**src/channel_adder_pkg.sv**
```systemverilog
`default_nettype none

package channel_adder_pkg;

  //////////////////////////////
  // Frame geometry
  //////////////////////////////

  // Channels per frame, must be a power of two
  localparam int CHANNEL_NUM = 8;

  // Pixels per plane, also the delay line length
  localparam int PLANE_SIZE = 16;

  localparam int PIXEL_WIDTH = 16;

  //////////////////////////////
  // Adder tree sizing
  //////////////////////////////

  localparam int TREE_DEPTH = $clog2(CHANNEL_NUM);

  // One extra bit per level, so the sum never wraps
  localparam int SUM_WIDTH = PIXEL_WIDTH + TREE_DEPTH;

  // Tap register plus one cycle per tree level
  localparam int LATENCY = TREE_DEPTH + 1;

  localparam int CHAN_IDX_WIDTH = $clog2(CHANNEL_NUM);
  localparam int POS_IDX_WIDTH  = $clog2(PLANE_SIZE);

  //////////////////////////////
  // Vector types
  //////////////////////////////

  typedef logic signed [PIXEL_WIDTH-1:0] pixel_t;
  typedef logic signed [SUM_WIDTH-1:0]   sum_t;
  typedef logic [CHAN_IDX_WIDTH-1:0]     chan_idx_t;
  typedef logic [POS_IDX_WIDTH-1:0]      pos_idx_t;

endpackage

`default_nettype wire
```
**src/channel_adder_top.sv**
```systemverilog
`default_nettype none

module channel_adder_top (
  input  wire                            clk,
  input  wire                            reset,
  input  wire                            valid_in,
  input  wire channel_adder_pkg::pixel_t pxl_in,
  output channel_adder_pkg::sum_t        pxl_out,
  output logic                           valid_out
);

  //////////////////////////////
  // Delay line chain
  //////////////////////////////

  // chain[k] holds channel c-k while channel c arrives
  channel_adder_pkg::pixel_t chain [channel_adder_pkg::CHANNEL_NUM];
  channel_adder_pkg::pixel_t taps  [channel_adder_pkg::CHANNEL_NUM];

  channel_adder_pkg::pixel_t tap_0;

  logic last_channel;
  logic valid_q;
  logic last_channel_q;
  logic tree_valid;

  // Cycles since reset, saturating at LATENCY
  logic [$clog2(channel_adder_pkg::LATENCY+1)-1:0] since_reset;

  assign chain[0] = pxl_in;

  for (genvar k = 0; k < channel_adder_pkg::CHANNEL_NUM-1; k++) begin : g_line
    line_buffer #(
      .DEPTH(channel_adder_pkg::PLANE_SIZE)
    ) i_line_buffer (
      .clk     (clk),
      .reset   (reset),
      .valid_in(valid_in),
      .data_in (chain[k]),
      .data_out(chain[k+1]),
      .tap     (taps[k+1])
    );
  end

  //////////////////////////////
  // Tap 0 and enable
  //////////////////////////////

  always_ff @(posedge clk) begin
    if (valid_in) begin
      tap_0 <= pxl_in;
    end
  end

  assign taps[0] = tap_0;

  channel_sequencer i_channel_sequencer (
    .clk         (clk),
    .reset       (reset),
    .valid_in    (valid_in),
    .last_channel(last_channel)
  );

  // Enable registered alongside the taps
  always_ff @(posedge clk) begin
    if (reset) begin
      valid_q        <= 1'b0;
      last_channel_q <= 1'b0;
    end else begin
      valid_q        <= valid_in;
      last_channel_q <= last_channel;
    end
  end

  assign tree_valid = valid_q && last_channel_q;

  //////////////////////////////
  // Reduction
  //////////////////////////////

  adder_tree i_adder_tree (
    .clk      (clk),
    .reset    (reset),
    .valid_in (tree_valid),
    .taps     (taps),
    .sum      (pxl_out),
    .valid_out(valid_out)
  );

  always_ff @(posedge clk) begin
    if (reset) begin
      since_reset <= '0;
    end else if (since_reset != channel_adder_pkg::LATENCY) begin
      since_reset <= since_reset + 1'b1;
    end
  end

  // Pipeline is empty right after reset
  a_quiet_after_reset : assert property (
    @(posedge clk) disable iff (reset)
    (since_reset < channel_adder_pkg::LATENCY) |-> !valid_out
  );

endmodule

`default_nettype wire

```
**src/adder_tree.sv**
```systemverilog
`default_nettype none

module adder_tree (
  input  wire                            clk,
  input  wire                            reset,
  input  wire                            valid_in,
  input  wire channel_adder_pkg::pixel_t taps [channel_adder_pkg::CHANNEL_NUM],
  output channel_adder_pkg::sum_t        sum,
  output logic                           valid_out
);

  //////////////////////////////
  // Node storage
  //////////////////////////////

  // All tree nodes, level by level, leaves first and root last,
  // each held sign-extended to the full sum width
  channel_adder_pkg::sum_t node [2*channel_adder_pkg::CHANNEL_NUM-1];

  logic [channel_adder_pkg::TREE_DEPTH:0] valid_chain;

  assign valid_chain[0] = valid_in;

  for (genvar j = 0; j < channel_adder_pkg::CHANNEL_NUM; j++) begin : g_leaf
    assign node[j] = channel_adder_pkg::sum_t'(taps[j]);
  end

  //////////////////////////////
  // Tree levels
  //////////////////////////////

  for (genvar lvl = 0; lvl < channel_adder_pkg::TREE_DEPTH; lvl++) begin : g_level
    logic signed [channel_adder_pkg::PIXEL_WIDTH+lvl-1:0]
      operands [channel_adder_pkg::CHANNEL_NUM >> lvl];
    logic signed [channel_adder_pkg::PIXEL_WIDTH+lvl:0]
      sums [channel_adder_pkg::CHANNEL_NUM >> (lvl+1)];

    // Level inputs at their true width
    for (genvar j = 0; j < (channel_adder_pkg::CHANNEL_NUM >> lvl); j++) begin : g_in
      assign operands[j] = node[2*channel_adder_pkg::CHANNEL_NUM -
                                ((2*channel_adder_pkg::CHANNEL_NUM) >> lvl) + j]
                               [channel_adder_pkg::PIXEL_WIDTH+lvl-1:0];
    end

    add_stage #(
      .IN_COUNT(channel_adder_pkg::CHANNEL_NUM >> lvl),
      .IN_WIDTH(channel_adder_pkg::PIXEL_WIDTH + lvl)
    ) i_add_stage (
      .clk      (clk),
      .reset    (reset),
      .valid_in (valid_chain[lvl]),
      .operands (operands),
      .sums     (sums),
      .valid_out(valid_chain[lvl+1])
    );

    for (genvar j = 0; j < (channel_adder_pkg::CHANNEL_NUM >> (lvl+1)); j++) begin : g_out
      assign node[2*channel_adder_pkg::CHANNEL_NUM -
                  (channel_adder_pkg::CHANNEL_NUM >> lvl) + j] =
        channel_adder_pkg::sum_t'(sums[j]);
    end
  end

  // Root node is the last entry
  assign sum       = node[2*channel_adder_pkg::CHANNEL_NUM-2];
  assign valid_out = valid_chain[channel_adder_pkg::TREE_DEPTH];

endmodule

`default_nettype wire

```
**src/add_stage.sv**
```systemverilog
`default_nettype none

module add_stage #(
  parameter int IN_COUNT = 8,
  parameter int IN_WIDTH = 16
) (
  input  wire                       clk,
  input  wire                       reset,
  input  wire                       valid_in,
  input  wire  signed [IN_WIDTH-1:0] operands [IN_COUNT],
  output logic signed [IN_WIDTH:0]   sums     [IN_COUNT/2],
  output logic                      valid_out
);

  //////////////////////////////
  // Pairwise adders
  //////////////////////////////

  // Element i pairs with element i + IN_COUNT/2, the split-half order
  always_ff @(posedge clk) begin
    if (valid_in) begin
      for (int i = 0; i < IN_COUNT/2; i++) begin
        sums[i] <= (IN_WIDTH+1)'(operands[i]) +
                   (IN_WIDTH+1)'(operands[i + IN_COUNT/2]);
      end
    end
  end

  //////////////////////////////
  // Valid pipeline
  //////////////////////////////

  always_ff @(posedge clk) begin
    if (reset) begin
      valid_out <= 1'b0;
    end else begin
      valid_out <= valid_in;
    end
  end

  // Exactly one cycle through each level
  a_one_cycle_level : assert property (
    @(posedge clk) disable iff (reset)
    !$past(reset) |-> (valid_out == $past(valid_in))
  );

endmodule

`default_nettype wire

```
**src/channel_sequencer.sv**
```systemverilog
`default_nettype none

module channel_sequencer (
  input  wire  clk,
  input  wire  reset,
  input  wire  valid_in,
  output logic last_channel
);

  //////////////////////////////
  // Frame counters
  //////////////////////////////

  channel_adder_pkg::pos_idx_t  pos_cnt;
  channel_adder_pkg::chan_idx_t chan_cnt;

  logic pos_last;
  logic chan_last;

  assign pos_last  = (pos_cnt ==
                      channel_adder_pkg::pos_idx_t'(channel_adder_pkg::PLANE_SIZE - 1));
  assign chan_last = (chan_cnt ==
                      channel_adder_pkg::chan_idx_t'(channel_adder_pkg::CHANNEL_NUM - 1));

  // Position runs fastest, channel steps at the end of each plane
  always_ff @(posedge clk) begin
    if (reset) begin
      pos_cnt  <= '0;
      chan_cnt <= '0;
    end else if (valid_in) begin
      if (pos_last) begin
        pos_cnt <= '0;
        if (chan_last) begin
          chan_cnt <= '0;
        end else begin
          chan_cnt <= chan_cnt + 1'b1;
        end
      end else begin
        pos_cnt <= pos_cnt + 1'b1;
      end
    end
  end

  //////////////////////////////
  // Last channel flag
  //////////////////////////////

  // High for every pixel of the final plane
  assign last_channel = valid_in && chan_last;

  a_last_needs_valid : assert property (
    @(posedge clk) disable iff (reset)
    last_channel |-> valid_in
  );

endmodule

`default_nettype wire

```
**src/line_buffer.sv**
```systemverilog
`default_nettype none

module line_buffer #(
  parameter int DEPTH = 16
) (
  input  wire                            clk,
  input  wire                            reset,
  input  wire                            valid_in,
  input  wire channel_adder_pkg::pixel_t data_in,
  output channel_adder_pkg::pixel_t      data_out,
  output channel_adder_pkg::pixel_t      tap
);

  //////////////////////////////
  // Delay storage
  //////////////////////////////

  channel_adder_pkg::pixel_t mem [DEPTH];

  // Whole line moves one place per valid sample
  always_ff @(posedge clk) begin
    if (valid_in) begin
      mem[0] <= data_in;
      for (int i = 1; i < DEPTH; i++) begin
        mem[i] <= mem[i-1];
      end
    end
  end

  // Oldest entry, DEPTH valid samples behind data_in
  assign data_out = mem[DEPTH-1];

  // Tap captures the delayed sample, so it lines up with the
  // register on the undelayed stream in the top
  always_ff @(posedge clk) begin
    if (valid_in) begin
      tap <= data_out;
    end
  end

endmodule

`default_nettype wire

```
**config.mk**
```make
export PLATFORM = sky130hd
export DESIGN_NAME = channel_adder_top
export DESIGN_NICKNAME = d
export VERILOG_FILES = /design/src/channel_adder_pkg.sv /design/src/channel_adder_top.sv /design/src/adder_tree.sv /design/src/add_stage.sv /design/src/channel_sequencer.sv /design/src/line_buffer.sv
export SDC_FILE = /design/constraint.sdc
export NUM_CORES = 1
export LEC_CHECK = 0
export ABC_AREA = 1
export ABC_CLOCK_PERIOD_IN_PS = 2100
export BUFFER_PORTS_ARGS = -buffer_cell sky130_fd_sc_hd__clkbuf_2
export CAP_MARGIN = 5
export CORE_MARGIN = 2
export CORE_UTILIZATION = 56
export DETAILED_ROUTE_END_ITERATION = 10
export GPL_TIMING_DRIVEN = 0
export PLACE_DENSITY = 0.75
export SLEW_MARGIN = 5
export SYNTH_ARGS = -nofsm -noshare
export SYNTH_HDL_FRONTEND = slang
export SYNTH_HIERARCHICAL = 1
export SYNTH_SLANG_ARGS = --single-unit
```
**constraint.sdc**
```tcl
create_clock -name clk -period 2.1 [get_ports clk]
set_input_delay 0.105 -clock clk [delete_from_list [all_inputs] [get_ports clk]]
set_output_delay 0.105 -clock clk [all_outputs]
set_load 0.03 [all_outputs]
```
### Word-level counts from Yosys, hierarchy flattened

Memory sizes are Yosys's and may differ from the RTL's. A register that Yosys moved wholly into a read port is not among the register bits.
Cells that the tools add are included.

| storage, ports and cells | value |
|---|---|
| input bits | 19 |
| memories kept | 7 |
| register bits | 247 |
| output and inout port bits | 20 |
| RAM bits | 1792 |

| cells by class | value |
|---|---|
| reductions and logical operators | 3 |
| $add $sub $neg | 9 |
| eq/ne operators | 2 |
| multiplexer cells | 4 |

Memory list:

| memory | words | width | rd ports | clocked after Yosys merged registers in | wr ports | line | RTL |
|---|---|---|---|---|---|---|---|
| g_line[0].i_line_buffer.mem | 16 | 16 | 16 | 0 | 16 | line_buffer.sv:18 | `channel_adder_pkg::pixel_t mem [DEPTH];` |
| g_line[1].i_line_buffer.mem | 16 | 16 | 16 | 0 | 16 | line_buffer.sv:18 |  |
| g_line[2].i_line_buffer.mem | 16 | 16 | 16 | 0 | 16 | line_buffer.sv:18 |  |
| g_line[3].i_line_buffer.mem | 16 | 16 | 16 | 0 | 16 | line_buffer.sv:18 |  |
| g_line[4].i_line_buffer.mem | 16 | 16 | 16 | 0 | 16 | line_buffer.sv:18 |  |
| g_line[5].i_line_buffer.mem | 16 | 16 | 16 | 0 | 16 | line_buffer.sv:18 |  |
| 1 more memories | - | - | - | - | - | - |  |

Operators with widths:

| kind | number |
|---|---|
| 16-bit by 16-bit adder with 17-bit output | 4 |
| 17-bit by 17-bit adder with 18-bit output | 2 |
| 18-bit by 18-bit adder with 19-bit output | 1 |
| 4-bit by 1-bit adder with 4-bit output (second input constant) | 1 |
| 4-bit equality test (second input constant) | 1 |
| 4-bit 2-to-1 mux | 1 |
| 3-bit by 1-bit adder with 3-bit output (second input constant) | 1 |
| 3-bit equality test (second input constant) | 1 |
| 3-bit 2-to-1 mux | 1 |
| 1-bit logical AND | 2 |
| 1-bit 2-to-1 mux | 2 |
| 2-bit AND reduction | 1 |

### Logic depth before layout (Yosys ltp)

| depth | value |
|---|---|
| depth in word-level cells | 2 |
| gate-level depth with buffers | 12 |
| mapped depth without buffers | 12 |

### Cells and area by module

The synthesis kept the hierarchy.

Modules (own cells, without submodules):

| module | instances | cells each | area each (µm²) | seq. area each (µm²) |
|---|---|---|---|---|
| line_buffer | 7 | 288 | 8287.9 | 8167.8 |
| add_stage (i_adder_tree.g_level[0].i_add_stage) | 1 | 851 | 5985.7 | 2062.0 |
| add_stage (i_adder_tree.g_level[1].i_add_stage) | 1 | 393 | 3047.9 | 1101.1 |
| add_stage (i_adder_tree.g_level[2].i_add_stage) | 1 | 222 | 1645.3 | 590.6 |
| channel_adder_top | 1 | 24 | 543.0 | 520.5 |
| channel_sequencer | 1 | 53 | 361.6 | 140.1 |

### Worst setup path before layout

OpenSTA, ideal clock, no wires.

| timing | value |
|---|---|
| path type | register to register |
| start | register valid_q |
| end | register i_adder_tree/g_level[0].i_add_stage/sums[0] in the netlist's numbering, enable pin |
| path slack | 0.012 ns |
| buffers on the path | 0 |
| data arrival time | 1.665 ns |
| stages on the path, launching flop included | 3 |
| data required time | 1.677 ns |
| cells stage by stage | dfxtp_1 -> nand2_1 -> inv_1 |

| between the ends | value |
|---|---|
| longest elaborated chain between the ends | 1 |

Ends and longest elaborated chain:

| item | line | RTL |
|---|---|---|
| start: declaration | channel_adder_top.sv:23 | `logic valid_q;` |
| start signal: assignment | channel_adder_top.sv:70 | `valid_q <= valid_in;` |
| 1-bit logical AND | channel_adder_top.sv:75 | `assign tree_valid = valid_q && last_channel_q;` |
| net tree_valid | channel_adder_top.sv:25 | `logic tree_valid;` |
| end signal: indexed assignment | add_stage.sv:23 | `sums[i] <= (IN_WIDTH+1)'(operands[i]) +` |
| end: declaration | add_stage.sv:11 | `output logic signed [IN_WIDTH:0] sums [IN_COUNT/2],` |

The timed path passes the listed nets, and every way through them passes these cells.
A chain may end at the register's enable or synchronous reset.

### Final worst setup path

| timing | value |
|---|---|
| start | register g_line[3].i_line_buffer.tap[2] |
| end | register i_adder_tree/g_level[0].i_add_stage/sums[56] in the netlist's numbering, data pin |

| between the ends | value |
|---|---|
| longest elaborated chain between the ends | 1 |

Ends and longest elaborated chain:

| item | line | RTL |
|---|---|---|
| start: declaration | line_buffer.sv:11 | `output channel_adder_pkg::pixel_t tap` |
| start signal: assignment | line_buffer.sv:37 | `tap <= data_out;` |
| 16-bit by 16-bit adder with 17-bit output | add_stage.sv:23 |  |

Every way passes these cells.

==> flow_summary.toml <==
[synthesis]
yosysWarnings = 6
syn_area_per_cell_um2 = 19.6
synth_fp_nets = 3688
synth_cells = 3543
syn-cell-area_um2 = 69500

[worst_setup_path]
crit_family = "simple AND/OR/NAND/NOR gates"
cp_num_buf_inv = 0
critPathMaxStageDelay_ps = 500
rr_worst_depth = 5
r2r-end = "i_adder_tree/g_level[0].i_add_stage/sums[56]"
cp_max_fo = 3
r2r_slack_ps = 40
worstPathRequired_ps = 2620
crit_type = "register to register"
slowest_stage = "xor2_1"
crit-reg2reg-launch = "g_line[3].i_line_buffer/tap[2]"
cp-start-kind = "register"
crit_path_end_kind = "register"
arrival_ps = 2580
crit_chain = "ha_1, or2_1, nand3b_1, nand2_2, xor2_1"

[routing]
via_per_inst = 5.03
dr.pass1.iters = 5
ant_nets = 0
drc = 0
drtIter0Drc = 2683
wl_mm = 102
vias = 28200
wl_per_cell_um = 18.2

[sta]
whs_ps = -101
clock.fmax_ghz = 0.485
setup_viol = 0
relSlewSlack_pct = 28.8
fin_crit_ps = 2060
tns_ps = 0
rsz0062_at_grt = "true"
finalClockSkew_ps = 40.8
finalHoldViolCount = 214
slew_violations = 0
tightest_slew_ps = 1070
finalCritPeriodShare_pct = 98.2

[placement]
dp_hpwl_mm = 58.1
port_buffers = 38
placed_cell_area_um2 = 72300
dp_cells = 5237
gp_congestion = 0.804

[finish]
finalNetCount = 3970
final_common_cell = "edfxtp_1"
final_cell_area_um2 = 78600
drive_above_1_share_pct = 12.8
layout-area-overhead-vs-synth_pct = 13.2
final_cells = 5607
final_cell_mix = "edfxtp_1, nand2_1, inv_1"

[power]
peakVddDrop_uv = 849
power_density_nw_per_um2 = 1050
p_leak_nw = 28.7

[floorplan]
core-area_um2 = 123000
initial_utilization_pct = 56.3
die-area_um2 = 127000
die-width_um = 356
io_pins = 39
floorplan.die.height_um = 356
row_count = 129

[status]
status = "finished, violations left"
violations = "hold timing"

[global_routing]
antenna_found_initial = 12
grt_usage_pct = 16.3
grt_pass1_vias = 27800
grt_max_degree = 127
grt_overflow = 0
grt_pass1_wl_mm = 155

[clock_tree]
htree_levels = 4
cts_made_buffers = 183
cts-root-buf = "clkbuf_16"
clk_path_buf_depth = 3
clk_latency_ps = 800
cts.sinks = 2055
cts_tree = "done"
path_clk_slew_ps = 60

[min_path]
holdPathStages = 2
hold_class = "primary input to register"
hold-path-endpoint = "g_line[3].i_line_buffer/mem[0][126]"
hp-start = "valid_in"

[run]
maxCapViolCount = 0
## per-layer routing
metal  routed length [um]  up-vias  track usage, %
met3                 4810      158            2.81
met5                    0        -               0
li1                     -    13500               -
met1                47700    14000            24.3
met2                47200      618            24.8
met4                 2100        0            5.57
## registers in the layout (all words and copies together) (netlist names)
signal,flops
tap_0,16
g_line.i_line_buffer/mem,1792
i_adder_tree/g_level.i_add_stage/sums,123
g_line.i_line_buffer/tap,112
valid_q,1
i_channel_sequencer/pos_cnt,4
i_adder_tree/g_level.i_add_stage/valid_out,3
i_channel_sequencer/chan_cnt,3
last_channel_q,1
## stage by stage
| stage | total power, mW | worst slack (ps) | util [%] |
|---|---|---|---|
| 2_1_floorplan | 49.8 | 12.2 | - |
| 3_3_place_gp | 50.4 | -33450 | 58.1 |
| 3_5_place_dp | 51.6 | -1630 | 58.5 |
| 4_1_cts | 83.2 | 0.194 | 63.5 |
| 5_1_grt | 85.3 | -16.3 | 63.7 |
| 6_report | 82.4 | 38.3 | 63.7 |
## how the worst max path moves through the flow
stage | startpoint | end | slack, ps | cells past startpoint
CTS | tap_0[0] | i_adder_tree/g_level[0].i_add_stage/sums[67] | 0.2 | 10
global route | g_line[4].i_line_buffer/tap[0] | i_adder_tree/g_level[0].i_add_stage/sums[40] | -20 | 7
detailed placement | valid_in | i_channel_sequencer/chan_cnt[2] | -1630 | 11
global placement | valid_in | i_channel_sequencer/pos_cnt[1] | -33450 | 3
finish | g_line[3].i_line_buffer/tap[2] | i_adder_tree/g_level[0].i_add_stage/sums[56] | 40 | 5
floorplan | valid_q | i_adder_tree/g_level[0].i_add_stage/sums[0] | 10 | 2
## worst register-to-register path, stage by stage, from the launching register on
cell and delay, ps:
edfxtp_1 410, ha_1 370, or2_1 290, nand3b_1 130
nand2_2 80, xor2_1 500
## what timing repair did
item                                    CTS  global route
pin swaps                                 2             9
buffers inserted                          0             1
hold buffers                             31             4
cloned                                    4             0
endpoints found under the setup margin  549            34
endpoints found under the hold margin   112           272
gates resized for setup                  26            35
## final cells by class
type                       instances  area [um^2]
antenna                            3         7.51
multi-input combinational       1117         6340
sequential                      2055        61600
buffer                            96          721
clock inverter                    93          756
tap                             1637         2050
inverter                         275         1030
clock buffer                     234         4880
timing repair buffer              97         1270
fill                            8073        44800
## where the power goes
group | switching (mW) | internal [mW]
Sequential | 0.678 | 47.6
Clock | 14.0 | 17.4
Combinational | 1.93 | 0.787
Power figures use the tool's default switching activity.
